==> src/axi_lite_demux_defs.svh <==
`ifndef AXI_LITE_DEMUX_DEFS_SVH
`define AXI_LITE_DEMUX_DEFS_SVH

// Bus widths
`define ADDR_W 32
`define DATA_W 32
`define STRB_W (`DATA_W / 8)

// Slot count and window size in address bits
`define NUM_SUB 4
`define WIN_W 4

// Slot base addresses, 16 bytes apart
`define SUB0_BASE 32'h0000_0000
`define SUB1_BASE 32'h0000_0010
`define SUB2_BASE 32'h0000_0020
`define SUB3_BASE 32'h0000_0030

// Slot 2 is off, its range answers DECERR
`define SUB_EN_MASK 4'b1011

`endif

==> src/axi_lite_demux_pkg.sv <==
`default_nettype none
`include "axi_lite_demux_defs.svh"

package axi_lite_demux_pkg;

    typedef enum logic [1:0] {
        OKAY   = 2'b00,
        EXOKAY = 2'b01,
        SLVERR = 2'b10,
        DECERR = 2'b11
    } axi_resp_e;

    ////////////////////
    // Channel payloads, valid in the top bit
    typedef struct packed {
        logic              awvalid;
        logic [`ADDR_W-1:0] awaddr;
        logic [2:0]        awprot;
    } aw_req_s;

    typedef struct packed {
        logic              wvalid;
        logic [`DATA_W-1:0] wdata;
        logic [`STRB_W-1:0] wstrb;
    } w_req_s;

    typedef struct packed {
        logic      bvalid;
        axi_resp_e bresp;
    } b_rsp_s;

    typedef struct packed {
        logic              arvalid;
        logic [`ADDR_W-1:0] araddr;
        logic [2:0]        arprot;
    } ar_req_s;

    typedef struct packed {
        logic              rvalid;
        logic [`DATA_W-1:0] rdata;
        axi_resp_e         rresp;
    } r_rsp_s;

    ////////////////////
    // Routing selection
    typedef logic [$clog2(`NUM_SUB)-1:0] slot_idx_t;

    typedef struct packed {
        logic      valid;
        logic      unmapped;
        slot_idx_t idx;
    } slot_sel_s;

    typedef enum logic [1:0] {IDLE, WAIT_W, RESP} err_state_e;

endpackage

`default_nettype wire

==> src/axi_decerr_resp.sv <==
`timescale 1ns/1ns
`default_nettype none
`include "axi_lite_demux_defs.svh"

module axi_decerr_resp (
    input  wire                            axi_m,
    input  wire                            rst_n,
    input  wire axi_lite_demux_pkg::aw_req_s err_aw,
    input  wire axi_lite_demux_pkg::w_req_s  err_w,
    input  wire axi_lite_demux_pkg::ar_req_s err_ar,
    input  wire                            mgr_bready,
    input  wire                            mgr_rready,
    output logic                           err_awready,
    output logic                           err_wready,
    output axi_lite_demux_pkg::b_rsp_s     err_b,
    output logic                           err_arready,
    output axi_lite_demux_pkg::r_rsp_s     err_r
);
    import axi_lite_demux_pkg::*;

    err_state_e wr_state;
    err_state_e rd_state;

    ////////////////////
    // Write side
    // Data may arrive with the address or any cycle after it
    assign err_awready = (wr_state == IDLE);
    assign err_wready  = (wr_state == WAIT_W) || ((wr_state == IDLE) && err_aw.awvalid);

    always_ff @(posedge axi_m or negedge rst_n) begin
        if (!rst_n) begin
            wr_state <= IDLE;
        end else begin
            case (wr_state)
                IDLE: begin
                    if (err_aw.awvalid) begin
                        wr_state <= err_w.wvalid ? RESP : WAIT_W;
                    end
                end
                WAIT_W: begin
                    if (err_w.wvalid) begin
                        wr_state <= RESP;
                    end
                end
                RESP: begin
                    if (mgr_bready) begin
                        wr_state <= IDLE;
                    end
                end
                default: wr_state <= IDLE;
            endcase
        end
    end

    ////////////////////
    // Read side, no data phase
    assign err_arready = (rd_state == IDLE);

    always_ff @(posedge axi_m or negedge rst_n) begin
        if (!rst_n) begin
            rd_state <= IDLE;
        end else if (rd_state == IDLE && err_ar.arvalid) begin
            rd_state <= RESP;
        end else if (rd_state == RESP && mgr_rready) begin
            rd_state <= IDLE;
        end
    end

    always_comb begin
        err_b.bvalid = (wr_state == RESP);
        err_b.bresp  = DECERR;
        err_r.rvalid = (rd_state == RESP);
        err_r.rdata  = '0;
        err_r.rresp  = DECERR;
    end

endmodule

`default_nettype wire

==> src/axi_lite_demux.sv <==
`timescale 1ns/1ns
`default_nettype none
`include "axi_lite_demux_defs.svh"

module axi_lite_demux (
    input  wire                                           axi_m,
    input  wire                                           rst_n,
    // Manager side
    input  wire axi_lite_demux_pkg::aw_req_s                mgr_aw,
    input  wire axi_lite_demux_pkg::w_req_s                 mgr_w,
    input  wire axi_lite_demux_pkg::ar_req_s                mgr_ar,
    input  wire                                           mgr_bready,
    input  wire                                           mgr_rready,
    output logic                                          mgr_awready,
    output logic                                          mgr_wready,
    output axi_lite_demux_pkg::b_rsp_s                      mgr_b,
    output logic                                          mgr_arready,
    output axi_lite_demux_pkg::r_rsp_s                      mgr_r,
    // Subordinate side
    output axi_lite_demux_pkg::aw_req_s [`NUM_SUB-1:0]      sub_aw,
    output axi_lite_demux_pkg::w_req_s [`NUM_SUB-1:0]       sub_w,
    output axi_lite_demux_pkg::ar_req_s [`NUM_SUB-1:0]      sub_ar,
    output logic [`NUM_SUB-1:0]                           sub_bready,
    output logic [`NUM_SUB-1:0]                           sub_rready,
    input  wire [`NUM_SUB-1:0]                            sub_awready,
    input  wire [`NUM_SUB-1:0]                            sub_wready,
    input  wire [`NUM_SUB-1:0]                            sub_arready,
    input  wire axi_lite_demux_pkg::b_rsp_s [`NUM_SUB-1:0]  sub_b,
    input  wire axi_lite_demux_pkg::r_rsp_s [`NUM_SUB-1:0]  sub_r
);
    import axi_lite_demux_pkg::*;

    slot_sel_s wr_sel;
    slot_sel_s rd_sel;
    logic      wr_done;
    logic      rd_done;
    aw_req_s   err_aw;
    w_req_s    err_w;
    ar_req_s   err_ar;
    logic      err_awready;
    logic      err_wready;
    logic      err_arready;
    b_rsp_s    err_b;
    r_rsp_s    err_r;

    axi_slot_decode u_decode (
        .axi_m(axi_m), .rst_n(rst_n), .mgr_aw(mgr_aw), .mgr_ar(mgr_ar),
        .mgr_awready(mgr_awready), .mgr_arready(mgr_arready),
        .wr_done(wr_done), .rd_done(rd_done), .wr_sel(wr_sel), .rd_sel(rd_sel)
    );

    axi_wr_route u_wr_route (
        .axi_m(axi_m), .rst_n(rst_n), .wr_sel(wr_sel), .mgr_aw(mgr_aw), .mgr_w(mgr_w),
        .mgr_bready(mgr_bready), .sub_awready(sub_awready), .sub_wready(sub_wready),
        .sub_b(sub_b), .err_awready(err_awready), .err_wready(err_wready), .err_b(err_b),
        .sub_aw(sub_aw), .sub_w(sub_w), .sub_bready(sub_bready), .err_aw(err_aw),
        .err_w(err_w), .mgr_awready(mgr_awready), .mgr_wready(mgr_wready),
        .mgr_b(mgr_b), .wr_done(wr_done)
    );

    axi_rd_route u_rd_route (
        .rd_sel(rd_sel), .mgr_ar(mgr_ar), .mgr_rready(mgr_rready),
        .sub_arready(sub_arready), .sub_r(sub_r), .err_arready(err_arready),
        .err_r(err_r), .sub_ar(sub_ar), .sub_rready(sub_rready), .err_ar(err_ar),
        .mgr_arready(mgr_arready), .mgr_r(mgr_r), .rd_done(rd_done)
    );

    axi_decerr_resp u_decerr (
        .axi_m(axi_m), .rst_n(rst_n), .err_aw(err_aw), .err_w(err_w), .err_ar(err_ar),
        .mgr_bready(mgr_bready), .mgr_rready(mgr_rready), .err_awready(err_awready),
        .err_wready(err_wready), .err_b(err_b), .err_arready(err_arready), .err_r(err_r)
    );

endmodule

`default_nettype wire

==> src/axi_rd_route.sv <==
`timescale 1ns/1ns
`default_nettype none
`include "axi_lite_demux_defs.svh"

module axi_rd_route (
    input  wire axi_lite_demux_pkg::slot_sel_s              rd_sel,
    input  wire axi_lite_demux_pkg::ar_req_s                mgr_ar,
    input  wire                                           mgr_rready,
    input  wire [`NUM_SUB-1:0]                            sub_arready,
    input  wire axi_lite_demux_pkg::r_rsp_s [`NUM_SUB-1:0]  sub_r,
    input  wire                                           err_arready,
    input  wire axi_lite_demux_pkg::r_rsp_s                 err_r,
    output axi_lite_demux_pkg::ar_req_s [`NUM_SUB-1:0]      sub_ar,
    output logic [`NUM_SUB-1:0]                           sub_rready,
    output axi_lite_demux_pkg::ar_req_s                     err_ar,
    output logic                                          mgr_arready,
    output axi_lite_demux_pkg::r_rsp_s                      mgr_r,
    output logic                                          rd_done
);

    logic [`NUM_SUB-1:0] slot_on;

    // Decoded slot, also used outside the address phase
    always_comb begin
        for (int i = 0; i < `NUM_SUB; i++) begin
            slot_on[i] = !rd_sel.unmapped && (rd_sel.idx == i);
        end
    end

    ////////////////////
    // Fan-out of the read address
    always_comb begin
        for (int i = 0; i < `NUM_SUB; i++) begin
            sub_ar[i]         = mgr_ar;
            sub_ar[i].arvalid = mgr_ar.arvalid && rd_sel.valid && slot_on[i];
        end
        err_ar         = mgr_ar;
        err_ar.arvalid = mgr_ar.arvalid && rd_sel.valid && rd_sel.unmapped;
    end

    assign sub_rready = slot_on & {`NUM_SUB{mgr_rready}};

    ////////////////////
    // Read data back to the manager
    // Unmapped reads take the error responder's zero data
    assign mgr_arready = rd_sel.valid &&
                         (rd_sel.unmapped ? err_arready : sub_arready[rd_sel.idx]);
    assign mgr_r       = rd_sel.unmapped ? err_r : sub_r[rd_sel.idx];
    assign rd_done     = mgr_r.rvalid && mgr_rready;

endmodule

`default_nettype wire

==> src/axi_slot_decode.sv <==
`timescale 1ns/1ns
`default_nettype none
`include "axi_lite_demux_defs.svh"

module axi_slot_decode (
    input  wire                            axi_m,
    input  wire                            rst_n,
    input  wire axi_lite_demux_pkg::aw_req_s mgr_aw,
    input  wire axi_lite_demux_pkg::ar_req_s mgr_ar,
    input  wire                            mgr_awready,
    input  wire                            mgr_arready,
    input  wire                            wr_done,
    input  wire                            rd_done,
    output axi_lite_demux_pkg::slot_sel_s  wr_sel,
    output axi_lite_demux_pkg::slot_sel_s  rd_sel
);
    import axi_lite_demux_pkg::*;

    localparam logic [`NUM_SUB-1:0][`ADDR_W-1:0] sub_base =
        {`SUB3_BASE, `SUB2_BASE, `SUB1_BASE, `SUB0_BASE};
    localparam logic [`NUM_SUB-1:0] sub_en = `SUB_EN_MASK;

    // Enabled slots whose window holds the address
    function automatic logic [`NUM_SUB-1:0] window_hits(input logic [`ADDR_W-1:0] addr);
        logic [`NUM_SUB-1:0] hits;
        for (int i = 0; i < `NUM_SUB; i++) begin
            hits[i] = sub_en[i] &&
                (addr[`ADDR_W-1:`WIN_W] == sub_base[i][`ADDR_W-1:`WIN_W]);
        end
        return hits;
    endfunction

    // One-hot hits to slot index, no hit means unmapped
    function automatic slot_sel_s to_sel(input logic [`NUM_SUB-1:0] hits,
                                         input logic addr_open);
        slot_sel_s sel;
        sel.valid    = addr_open;
        sel.unmapped = ~|hits;
        sel.idx      = '0;
        for (int i = 0; i < `NUM_SUB; i++) begin
            if (hits[i]) begin
                sel.idx = slot_idx_t'(i);
            end
        end
        return sel;
    endfunction

    logic [`NUM_SUB-1:0] wr_hits;
    logic [`NUM_SUB-1:0] rd_hits;
    slot_sel_s           wr_hold;
    slot_sel_s           rd_hold;
    logic                wr_busy;
    logic                rd_busy;

    assign wr_hits = window_hits(mgr_aw.awaddr);
    assign rd_hits = window_hits(mgr_ar.araddr);

    // Live decode while idle, held slot with the address phase closed after
    assign wr_sel = wr_busy ? wr_hold : to_sel(wr_hits, mgr_aw.awvalid);
    assign rd_sel = rd_busy ? rd_hold : to_sel(rd_hits, mgr_ar.arvalid);

    always_ff @(posedge axi_m or negedge rst_n) begin
        if (!rst_n) begin
            wr_busy <= 1'b0;
            wr_hold <= '0;
        end else if (wr_done) begin
            wr_busy <= 1'b0;
        end else if (mgr_aw.awvalid && mgr_awready) begin
            wr_busy <= 1'b1;
            wr_hold <= to_sel(wr_hits, 1'b0);
        end
    end

    always_ff @(posedge axi_m or negedge rst_n) begin
        if (!rst_n) begin
            rd_busy <= 1'b0;
            rd_hold <= '0;
        end else if (rd_done) begin
            rd_busy <= 1'b0;
        end else if (mgr_ar.arvalid && mgr_arready) begin
            rd_busy <= 1'b1;
            rd_hold <= to_sel(rd_hits, 1'b0);
        end
    end

    // A second address handshake would overwrite the held slot
    assert property (@(posedge axi_m) disable iff (!rst_n)
        !(wr_busy && mgr_aw.awvalid && mgr_awready) &&
        !(rd_busy && mgr_ar.arvalid && mgr_arready))
        else $error("address accepted while a transaction is outstanding");

endmodule

`default_nettype wire

==> src/axi_wr_route.sv <==
`timescale 1ns/1ns
`default_nettype none
`include "axi_lite_demux_defs.svh"

module axi_wr_route (
    input  wire                                           axi_m,
    input  wire                                           rst_n,
    input  wire axi_lite_demux_pkg::slot_sel_s              wr_sel,
    input  wire axi_lite_demux_pkg::aw_req_s                mgr_aw,
    input  wire axi_lite_demux_pkg::w_req_s                 mgr_w,
    input  wire                                           mgr_bready,
    input  wire [`NUM_SUB-1:0]                            sub_awready,
    input  wire [`NUM_SUB-1:0]                            sub_wready,
    input  wire axi_lite_demux_pkg::b_rsp_s [`NUM_SUB-1:0]  sub_b,
    input  wire                                           err_awready,
    input  wire                                           err_wready,
    input  wire axi_lite_demux_pkg::b_rsp_s                 err_b,
    output axi_lite_demux_pkg::aw_req_s [`NUM_SUB-1:0]      sub_aw,
    output axi_lite_demux_pkg::w_req_s [`NUM_SUB-1:0]       sub_w,
    output logic [`NUM_SUB-1:0]                           sub_bready,
    output axi_lite_demux_pkg::aw_req_s                     err_aw,
    output axi_lite_demux_pkg::w_req_s                      err_w,
    output logic                                          mgr_awready,
    output logic                                          mgr_wready,
    output axi_lite_demux_pkg::b_rsp_s                      mgr_b,
    output logic                                          wr_done
);

    ////////////////////
    // Fan-out, only valids and bready are gated
    always_comb begin
        for (int i = 0; i < `NUM_SUB; i++) begin
            sub_aw[i]         = mgr_aw;
            sub_w[i]          = mgr_w;
            sub_aw[i].awvalid = mgr_aw.awvalid && wr_sel.valid && !wr_sel.unmapped
                                && (wr_sel.idx == i);
            sub_w[i].wvalid   = mgr_w.wvalid && !wr_sel.unmapped && (wr_sel.idx == i);
            sub_bready[i]     = mgr_bready && !wr_sel.unmapped && (wr_sel.idx == i);
        end
        err_aw         = mgr_aw;
        err_aw.awvalid = mgr_aw.awvalid && wr_sel.valid && wr_sel.unmapped;
        err_w          = mgr_w;
        err_w.wvalid   = mgr_w.wvalid && wr_sel.unmapped;
    end

    ////////////////////
    // Return path from the selected slot
    assign mgr_awready = wr_sel.valid &&
                         (wr_sel.unmapped ? err_awready : sub_awready[wr_sel.idx]);
    assign mgr_wready  = wr_sel.unmapped ? err_wready : sub_wready[wr_sel.idx];
    assign mgr_b       = wr_sel.unmapped ? err_b : sub_b[wr_sel.idx];
    assign wr_done     = mgr_b.bvalid && mgr_bready;

    // Held selection keeps a stalled response on the same source
    assert property (@(posedge axi_m) disable iff (!rst_n)
        mgr_b.bvalid && !mgr_bready |=> mgr_b.bvalid && $stable(mgr_b))
        else $error("write response changed while stalled");

endmodule

`default_nettype wire

==> config.mk <==
export PLATFORM = sky130hd
export DESIGN_NAME = axi_lite_demux
export DESIGN_NICKNAME = d
export VERILOG_FILES = /design/src/axi_lite_demux_pkg.sv /design/src/axi_decerr_resp.sv /design/src/axi_lite_demux.sv /design/src/axi_rd_route.sv /design/src/axi_slot_decode.sv /design/src/axi_wr_route.sv
export VERILOG_INCLUDE_DIRS = /design/src
export SDC_FILE = /design/constraint.sdc
export NUM_CORES = 1
export LEC_CHECK = 0
export BUFFER_PORTS_ARGS = -buffer_cell sky130_fd_sc_hd__buf_2
export CORE_AREA = 4 4 293 295
export CTS_CLUSTER_DIAMETER = 50
export DETAILED_ROUTE_END_ITERATION = 6
export DIE_AREA = 0 0 297 299
export REMOVE_ABC_BUFFERS = 1
export SETUP_SLACK_MARGIN = 0.2
export SLEW_MARGIN = 20
export SYNTH_ARGS = -nofsm -noshare
export SYNTH_HDL_FRONTEND = slang
export SYNTH_SLANG_ARGS = --single-unit
==> constraint.sdc <==
create_clock -name axi_m -period 2.25 [get_ports axi_m]
set_input_delay 0.1125 -clock axi_m [delete_from_list [all_inputs] [get_ports axi_m]]
set_output_delay 0.1125 -clock axi_m [all_outputs]
set_load 0.01 [all_outputs]
==> impl_metrics.py, run 1 <==
metrics = {
    "sta": {
        "relSlewSlack_pct": 32.1,
        "worst_slew_pin_slew_ps": 1020,
        "rsz0062_at_grt": "true",
        "final_hold_viol_count": 0,
        "finalSetupTns_ps": -11310,
        "fin_crit_ps": 2790,
        "setup_slack_ps": -543,
        "holdWs_ps": 98.6,
        "setup_violations": 42,
        "maxSlewViolCount": 0,
        "post-route-period-util_pct": 124,
        "max_freq_mhz": 358,
        "final.setup_skew_ps": 0.228,
    },
    "yosys": {
        "ys_warn_count": 0,
        "yosysSeqAreaShare_pct": 5.29,
        "synthFlopType": "dfrtp_1",
        "synth_area_um2": 5200,
        "synth_cell_types": 50,
        "postSynth.asyncResetShare_pct": 100,
        "postSynthCellCount": 703,
        "synth-edff-count": 0,
        "syn_avg_cell_area_um2": 7.40,
        "synth_seq_cells": 11,
    },
    "clock_network": {
        "cts_tree": "yes",
        "cts_made_buffers": 3,
        "worstSkewPairLatency_ps": 250,
        "ctsHtreeMaxLevel": 1,
        "cts-root-buf": "clkbuf_16",
        "cts_sinks": 11,
        "clock_path_buffers": 2,
        "clk_pin_slew_ps": 50,
    },
    "worst_setup_path": {
        "end_kind": "output port",
        "arrival_ps": 2680,
        "reg2reg_from": "u_decode.rd_busy",
        "crit_type": "primary input to output port",
        "worstPathMaxFanout": 3,
        "required_ps": 2140,
        "reg2regPathDepth": 10,
        "crit_path_max_incr_delay_ps": 780,
        "reg2reg_slack_ps": -310,
        "worst_setup_path_startpoint": "mgr_ar[29]",
        "critPathLaunchType": "primary input",
        "crit_chain": "buf_8, nor4_4, buf_4, nand4_1, o31a_4, buf_12, a222oi_1, buf_4, a21oi_4, buf_6",
        "critPathCapture": "mgr_r[31]",
        "path_common_cell": "buf_4",
        "cp_slowest_cell": "a222oi_1",
        "worstReg2RegEnd": "u_decode.rd_hold[1]",
    },
    "global_route": {
        "grt_pass1_vias": 5885,
        "grt_max_degree": 35,
        "grt_usage_pct": 10.7,
        "grt_first_pass_wirelength_um": 62700,
        "antenna_found_initial": 32,
        "overflow": 0,
    },
    "worst_hold_path": {
        "hp-start": "mgr_w[36]",
        "hold_class": "primary input to flop",
    },
    "power_and_ir_drop": {
        "power_density_nw_per_um2": 408,
        "irDropWorstVdd_mv": 0.357,
        "p_sw_share_pct": 48.1,
        "leakage_nw": 3.74,
        "power.switching_mw": 1.57,
        "power_frac_comb_pct": 79.3,
        "power_frac_clock_pct": 10.6,
        "intPower_mw": 1.70,
        "p_seq_share_pct": 10.1,
        "power_mw": 3.27,
    },
    "final_layout": {
        "final_layout_size_suffix_gt1_share_pct": 80.1,
        "final_nets": 1184,
        "postLayoutCellArea_um2": 8010,
        "seq_area_um2": 278,
        "syn_to_final_growth_pct": 54.1,
        "multi_input_area_um2": 2020,
        "num-fill-cells": 9614,
    },
    "floorplan": {
        "core_area_um2": 83200,
        "initial_core_util_pct": 6.25,
        "die-height_um": 299,
        "pin_count": 762,
        "dieWidth_um": 297,
        "die_area_um2": 88800,
        "rows": 106,
    },
    "route": {
        "dr.pass1.iters": 7,
        "drt-initial-drc-count": 482,
        "viasPerCell": 2.97,
        "routedWlPerCell_um": 25.9,
        "drc": 10,
        "drtAntennaViolNets": 0,
        "wl_um": 51500,
        "vias": 5913,
    },
    "place": {
        "dp.final_hpwl_um": 45400,
        "place_ws_ps": -753,
        "postPlaceCellArea_um2": 6670,
        "portBuffers": 507,
        "routabilityCongestion": 0.965,
    },
    "status": {
        "status": "finished, violations left",
        "violations": "design-rule violations, negative setup slack",
    },
    "job": {
        "cap_violations": 0,
    },
}
==> power by group through the flow <==
stage               Combinational [mW]  Sequential, mW  Clock (mW)
floorplan                        0.673           0.312           0
global placement                  2.27           0.327           0
detailed placement                2.27           0.327           0
CTS                               2.52           0.324       0.363
global route                      2.81           0.341       0.375
finish                            2.59           0.330       0.347
==> area by class of cell <==
class	count	share of cell area [%]
Antenna cell	4	0.125
Timing Repair Buffer	644	52.9
Clock buffer	4	0.984
Multi-Input combinational cell	237	25.2
Inverter	10	0.515
Sequential cell	11	3.47
Tap cell	1080	16.9
==> state kept, by name (all words and copies together), names as in the netlist <==
register	cells
u_decode.rd_hold	3
u_decode.wr_hold	3
u_decerr.wr_state	2
u_decerr.rd_state	1
u_decode.rd_busy	1
u_decode.wr_busy	1
==> worst min path at each step <==
stage | endpoint | cells past startpoint
2_1_floorplan | u_decerr.rd_state[1] | 0
3_3_place_gp | u_decerr.rd_state[1] | 1
3_5_place_dp | u_decerr.rd_state[1] | 1
4_1_cts | u_decerr.wr_state[0] | 2
5_1_grt | u_decerr.wr_state[0] | 2
6_report | u_decerr.wr_state[0] | 2
==> metal layers <==
| layer | part of all wire, % | GRT usage (%) |
|---|---|---|
| met5 | 0.97 | 4.44 |
| met4 | 3.1 | 2.31 |
| met3 | 21 | 10.0 |
| met2 | 38 | 14.9 |
| met1 | 37 | 11.6 |
==> Yosys cell counts, types with 2 or more instances <==
master / count / area [um^2]
a21oi_1: 35 / 175
a221o_1: 4 / 40.0
a221oi_1: 2 / 17.5
a222oi_1: 32 / 320
a22oi_4: 2 / 42.5
buf_2: 4 / 20.0
buf_4: 426 / 3200
clkbuf_1: 15 / 56.3
dfrtp_1: 11 / 275
inv_1: 10 / 37.5
mux2_1: 2 / 22.5
mux2i_1: 3 / 30.0
nand2_1: 45 / 169
nand2b_1: 7 / 43.8
nand3_1: 4 / 20.0
nand4_1: 2 / 12.5
nand4_2: 2 / 25.0
nor2_1: 32 / 120
nor3_1: 5 / 25.0
nor3b_1: 2 / 15.0
nor4_1: 6 / 37.5
nor4_2: 7 / 87.6
nor4_4: 2 / 42.5
o21ai_0: 11 / 55.1
o21ai_1: 2 / 10.0
o22ai_1: 2 / 12.5
o31a_1: 2 / 17.5
or2_2: 4 / 25.0
==> cells in the final DEF, fill, tap and decap left out, types with 3 or more instances in the layout <==
master     netlist  routed
a21oi_1         35      31
a21oi_2          0       3
a221o_1          4       4
a222oi_1        32      32
buf_12           0      17
buf_2            4     464
buf_4          426      92
buf_6            1      58
buf_8            0       8
clkbuf_16        0       6
dfrtp_1         11       9
diode_2          0       4
inv_1           10       8
mux2_4           1       3
mux2i_1          3       3
nand2_1         45      42
nand2_2          0       3
nand2b_1         7       5
nor2_1          32      18
nor2_2           0       7
nor2_4           0       7
nor4_4           2      13
o21ai_0         11       3
o21ai_1          2       4
o21ai_2          0       5
or2_4            1       3
==> critical path: cells and delay by family <==
family | cells | cell delay, ps
AO/OA/AOI/OAI | 3 | 1250
buffers and inverters | 5 | 820
AND/OR/NAND/NOR | 2 | 480
==> stage by stage <==
stage	cells	utilization, %
2_1_floorplan	258	-
3_3_place_gp	1934	8.02
3_5_place_dp	1934	8.02
4_1_cts	1969	8.98
5_1_grt	1988	9.63
6_report	1990	9.64
==> logic make-up (layout without fill, tap and decap cells) <==
group,count (synthesis),after routing,synth area share [%]
and+or+nand+nor,123,123,12.7
other,1,6,0.0721
muxes,6,6,1.30
AOI/OAI and AO/OA,106,106,16.8
buffers and inverters,456,658,63.9
DFF,11,11,5.29
==> what timing repair did <==
item | CTS | global route
cloned | 1 | 3
pin swaps | 36 | 38
endpoints found under the setup margin | 55 | 66
buffers inserted | 29 | 14
endpoints found under the hold margin | 11 | 0
gates resized for setup | 105 | 102
hold buffers | 1 | 0
Power figures use the tool's default switching activity.
==> run 2, diff against run 1 <==
Settings changed: MAX_ROUTING_LAYER set to met4.
Clock period 2.25 ns to 2.7 ns, I/O delays scaled along.
==> run 2 against run 1 <==
The run now ends clean. Combinational power shrank 32%. Clock power shrank 19%. Via count shrank 5.8%. Register-to-register slack gained 800 ps. Final area shrank 16%. Flip-flop and latch count is the same. Sequential power shrank 15%. Critical path depth grew 2.
==> impl_metrics.py, run 2 (synthesis gave the netlist of run 1 again) <==
metrics = {
    "worst_setup_path": {
        "cp_num_cells": 12,
        "crit_path_max_incr_delay_ps": 470,
        "worst_setup_path_startpoint": "mgr_ar[26]",
        "critPathLaunchType": "primary input",
        "crit_family": "buffers and inverters",
        "end_kind": "output port",
        "crit_type": "primary input to output port",
        "worstReg2RegEnd": "u_decode.rd_hold[0]",
        "reg2reg_from": "u_decode.rd_busy",
        "reg2regPathDepth": 7,
        "reg2reg_slack_ps": 490,
        "cp_slowest_cell": "a222oi_1",
        "arrival_ps": 2280,
        "required_ps": 2570,
        "crit_buf_inv": 6,
        "crit_chain": "buf_2, nor4_4, buf_4, nand4_1, nor4_2, buf_4, or2_4, buf_12, clkbuf_16, a222oi_1, a21oi_1, buf_2",
        "worstPathMaxFanout": 13,
    },
    "route": {
        "wl_um": 49900,
        "routedWlPerCell_um": 26.0,
        "drc": 0,
        "drt-initial-drc-count": 427,
        "dr.pass1.iters": 5,
        "drtAntennaViolNets": 0,
        "vias": 5572,
        "viasPerCell": 2.90,
    },
    "floorplan": {
        "die-height_um": 299,
        "rows": 106,
        "die_area_um2": 88800,
        "initial_core_util_pct": 6.25,
        "pin_count": 762,
        "core_area_um2": 83200,
        "dieWidth_um": 297,
    },
    "worst_hold_path": {
        "min_path_cells": 2,
        "hp-start": "mgr_rready",
        "hold_class": "primary input to flop",
        "hold-path-endpoint": "u_decode.rd_busy",
    },
    "final_layout": {
        "postLayoutCellArea_um2": 6730,
        "syn_to_final_growth_pct": 29.3,
        "final_nets": 1102,
        "layout_common_cells": "495 x buf_2, 45 x nand2_1, 44 x buf_4",
        "final_cells": 1920,
        "num-fill-cells": 9684,
        "final_layout_size_suffix_gt1_share_pct": 73.2,
        "reg_top3": "u_decode.rd_hold: 3 flops, u_decode.wr_hold: 3 flops, u_decerr.wr_state: 2 flops",
        "layout_commonest_cell": "buf_2",
    },
    "clock_network": {
        "worstSkewPairLatency_ps": 240,
        "clock_path_buffers": 2,
        "cts_tree": "yes",
        "clk_pin_slew_ps": 50,
        "cts_sinks": 11,
        "cts-root-buf": "clkbuf_16",
        "ctsHtreeMaxLevel": 1,
        "cts_made_buffers": 3,
    },
    "place": {
        "dp.final_hpwl_um": 44800,
        "dp.cells": 1886,
        "place_ws_ps": 168,
        "portBuffers": 507,
        "postPlaceCellArea_um2": 6260,
        "routabilityCongestion": 0.981,
    },
    "sta": {
        "setup_slack_ps": 282,
        "final.setup_skew_ps": 0.360,
        "maxSlewViolCount": 0,
        "max_freq_mhz": 414,
        "post-route-period-util_pct": 89.6,
        "fin_crit_ps": 2420,
        "rsz0062_at_grt": "true",
        "final_hold_viol_count": 0,
        "setup_violations": 0,
    },
    "job": {
        "cap_violations": 0,
    },
    "global_route": {
        "overflow": 0,
        "grt_max_degree": 28,
        "grt_pass1_vias": 5126,
        "grt_first_pass_wirelength_um": 59700,
        "antenna_found_initial": 32,
        "grt_usage_pct": 10.6,
    },
    "power_and_ir_drop": {
        "leakage_nw": 3.18,
        "power_density_nw_per_um2": 343,
        "power_mw": 2.31,
        "irDropWorstVdd_mv": 0.281,
    },
    "status": {
        "status": "complete, no violations",
    },
}
-- run 2: cell types whose count changed in the layout (fill, tap and decap cells not counted), sizes merged --
cell	previous run	this run
clkinvlp	1	0
inv	9	10
diode	4	16
clkbuf	7	8
buf	640	557
-- run 2: repair_timing --
item / in CTS / in global routing
hold buffers: 1 / 0
pin swaps: 2 / 13
hold endpoints to repair: 11 / 0
buffers inserted: 1 / 8
endpoints found under the setup margin: 4 / 23
gates resized for setup: 2 / 38
cloned: 0 / 4
-- run 2: worst max path at each step --
stage	end
3_5_place_dp	mgr_r[6]
5_1_grt	mgr_r[6]
2_1_floorplan	u_decode.rd_hold[0]
3_3_place_gp	mgr_r[30]
6_report	mgr_r[16]
4_1_cts	mgr_r[9]
-- run 2: power breakdown --
| group | leakage (nW) | switching [mW] | internal (mW) |
|---|---|---|---|
| registers | 0.141 | 0.0620 | 0.217 |
| clock network | 0.0383 | 0.0818 | 0.199 |
| logic | 3.00 | 1.05 | 0.700 |
| total | 3.18 | 1.19 | 1.12 |
-- run 2: per-layer routing --
metal  up-vias  wire length [um]  GRT usage (%)
li1       2232                 -              -
met1      2528             19000           11.4
met2       751             19000           14.2
met3        61             10700           10.2
met4         0              1300           1.77
met5         -                 0              -
-- run 2: worst register-to-register path, stage by stage, from the launching register on --
cell and delay, ps:
dfrtp_1 450, inv_1 160, nand3_1 100, o32a_2 400, a221oi_2 220, a32oi_2 180, a22oi_4 250, mux2_1 340
-- run 2: final cells by class --
class,instances,area [um^2],area share [%]
Antenna cell,16,40.0,0.595
Clock buffer,4,78.8,1.17
Inverter,10,37.5,0.558
Multi-Input combinational cell,237,1690,25.1
Sequential cell,11,275,4.09
Tap cell,1080,1350,20.1
Timing Repair Buffer,562,3250,48.4
-- run 2: per-stage QoR --
stage | util [%] | TNS [ps] | hold slack [ps]
6_report | 8.09 | 0 | 142
2_1_floorplan | - | -26.8 | -161
4_1_cts | 7.66 | 0 | 129
3_3_place_gp | 7.53 | 0 | 78.3
3_5_place_dp | 7.53 | 0 | 77.3
5_1_grt | 8.08 | 0 | 146
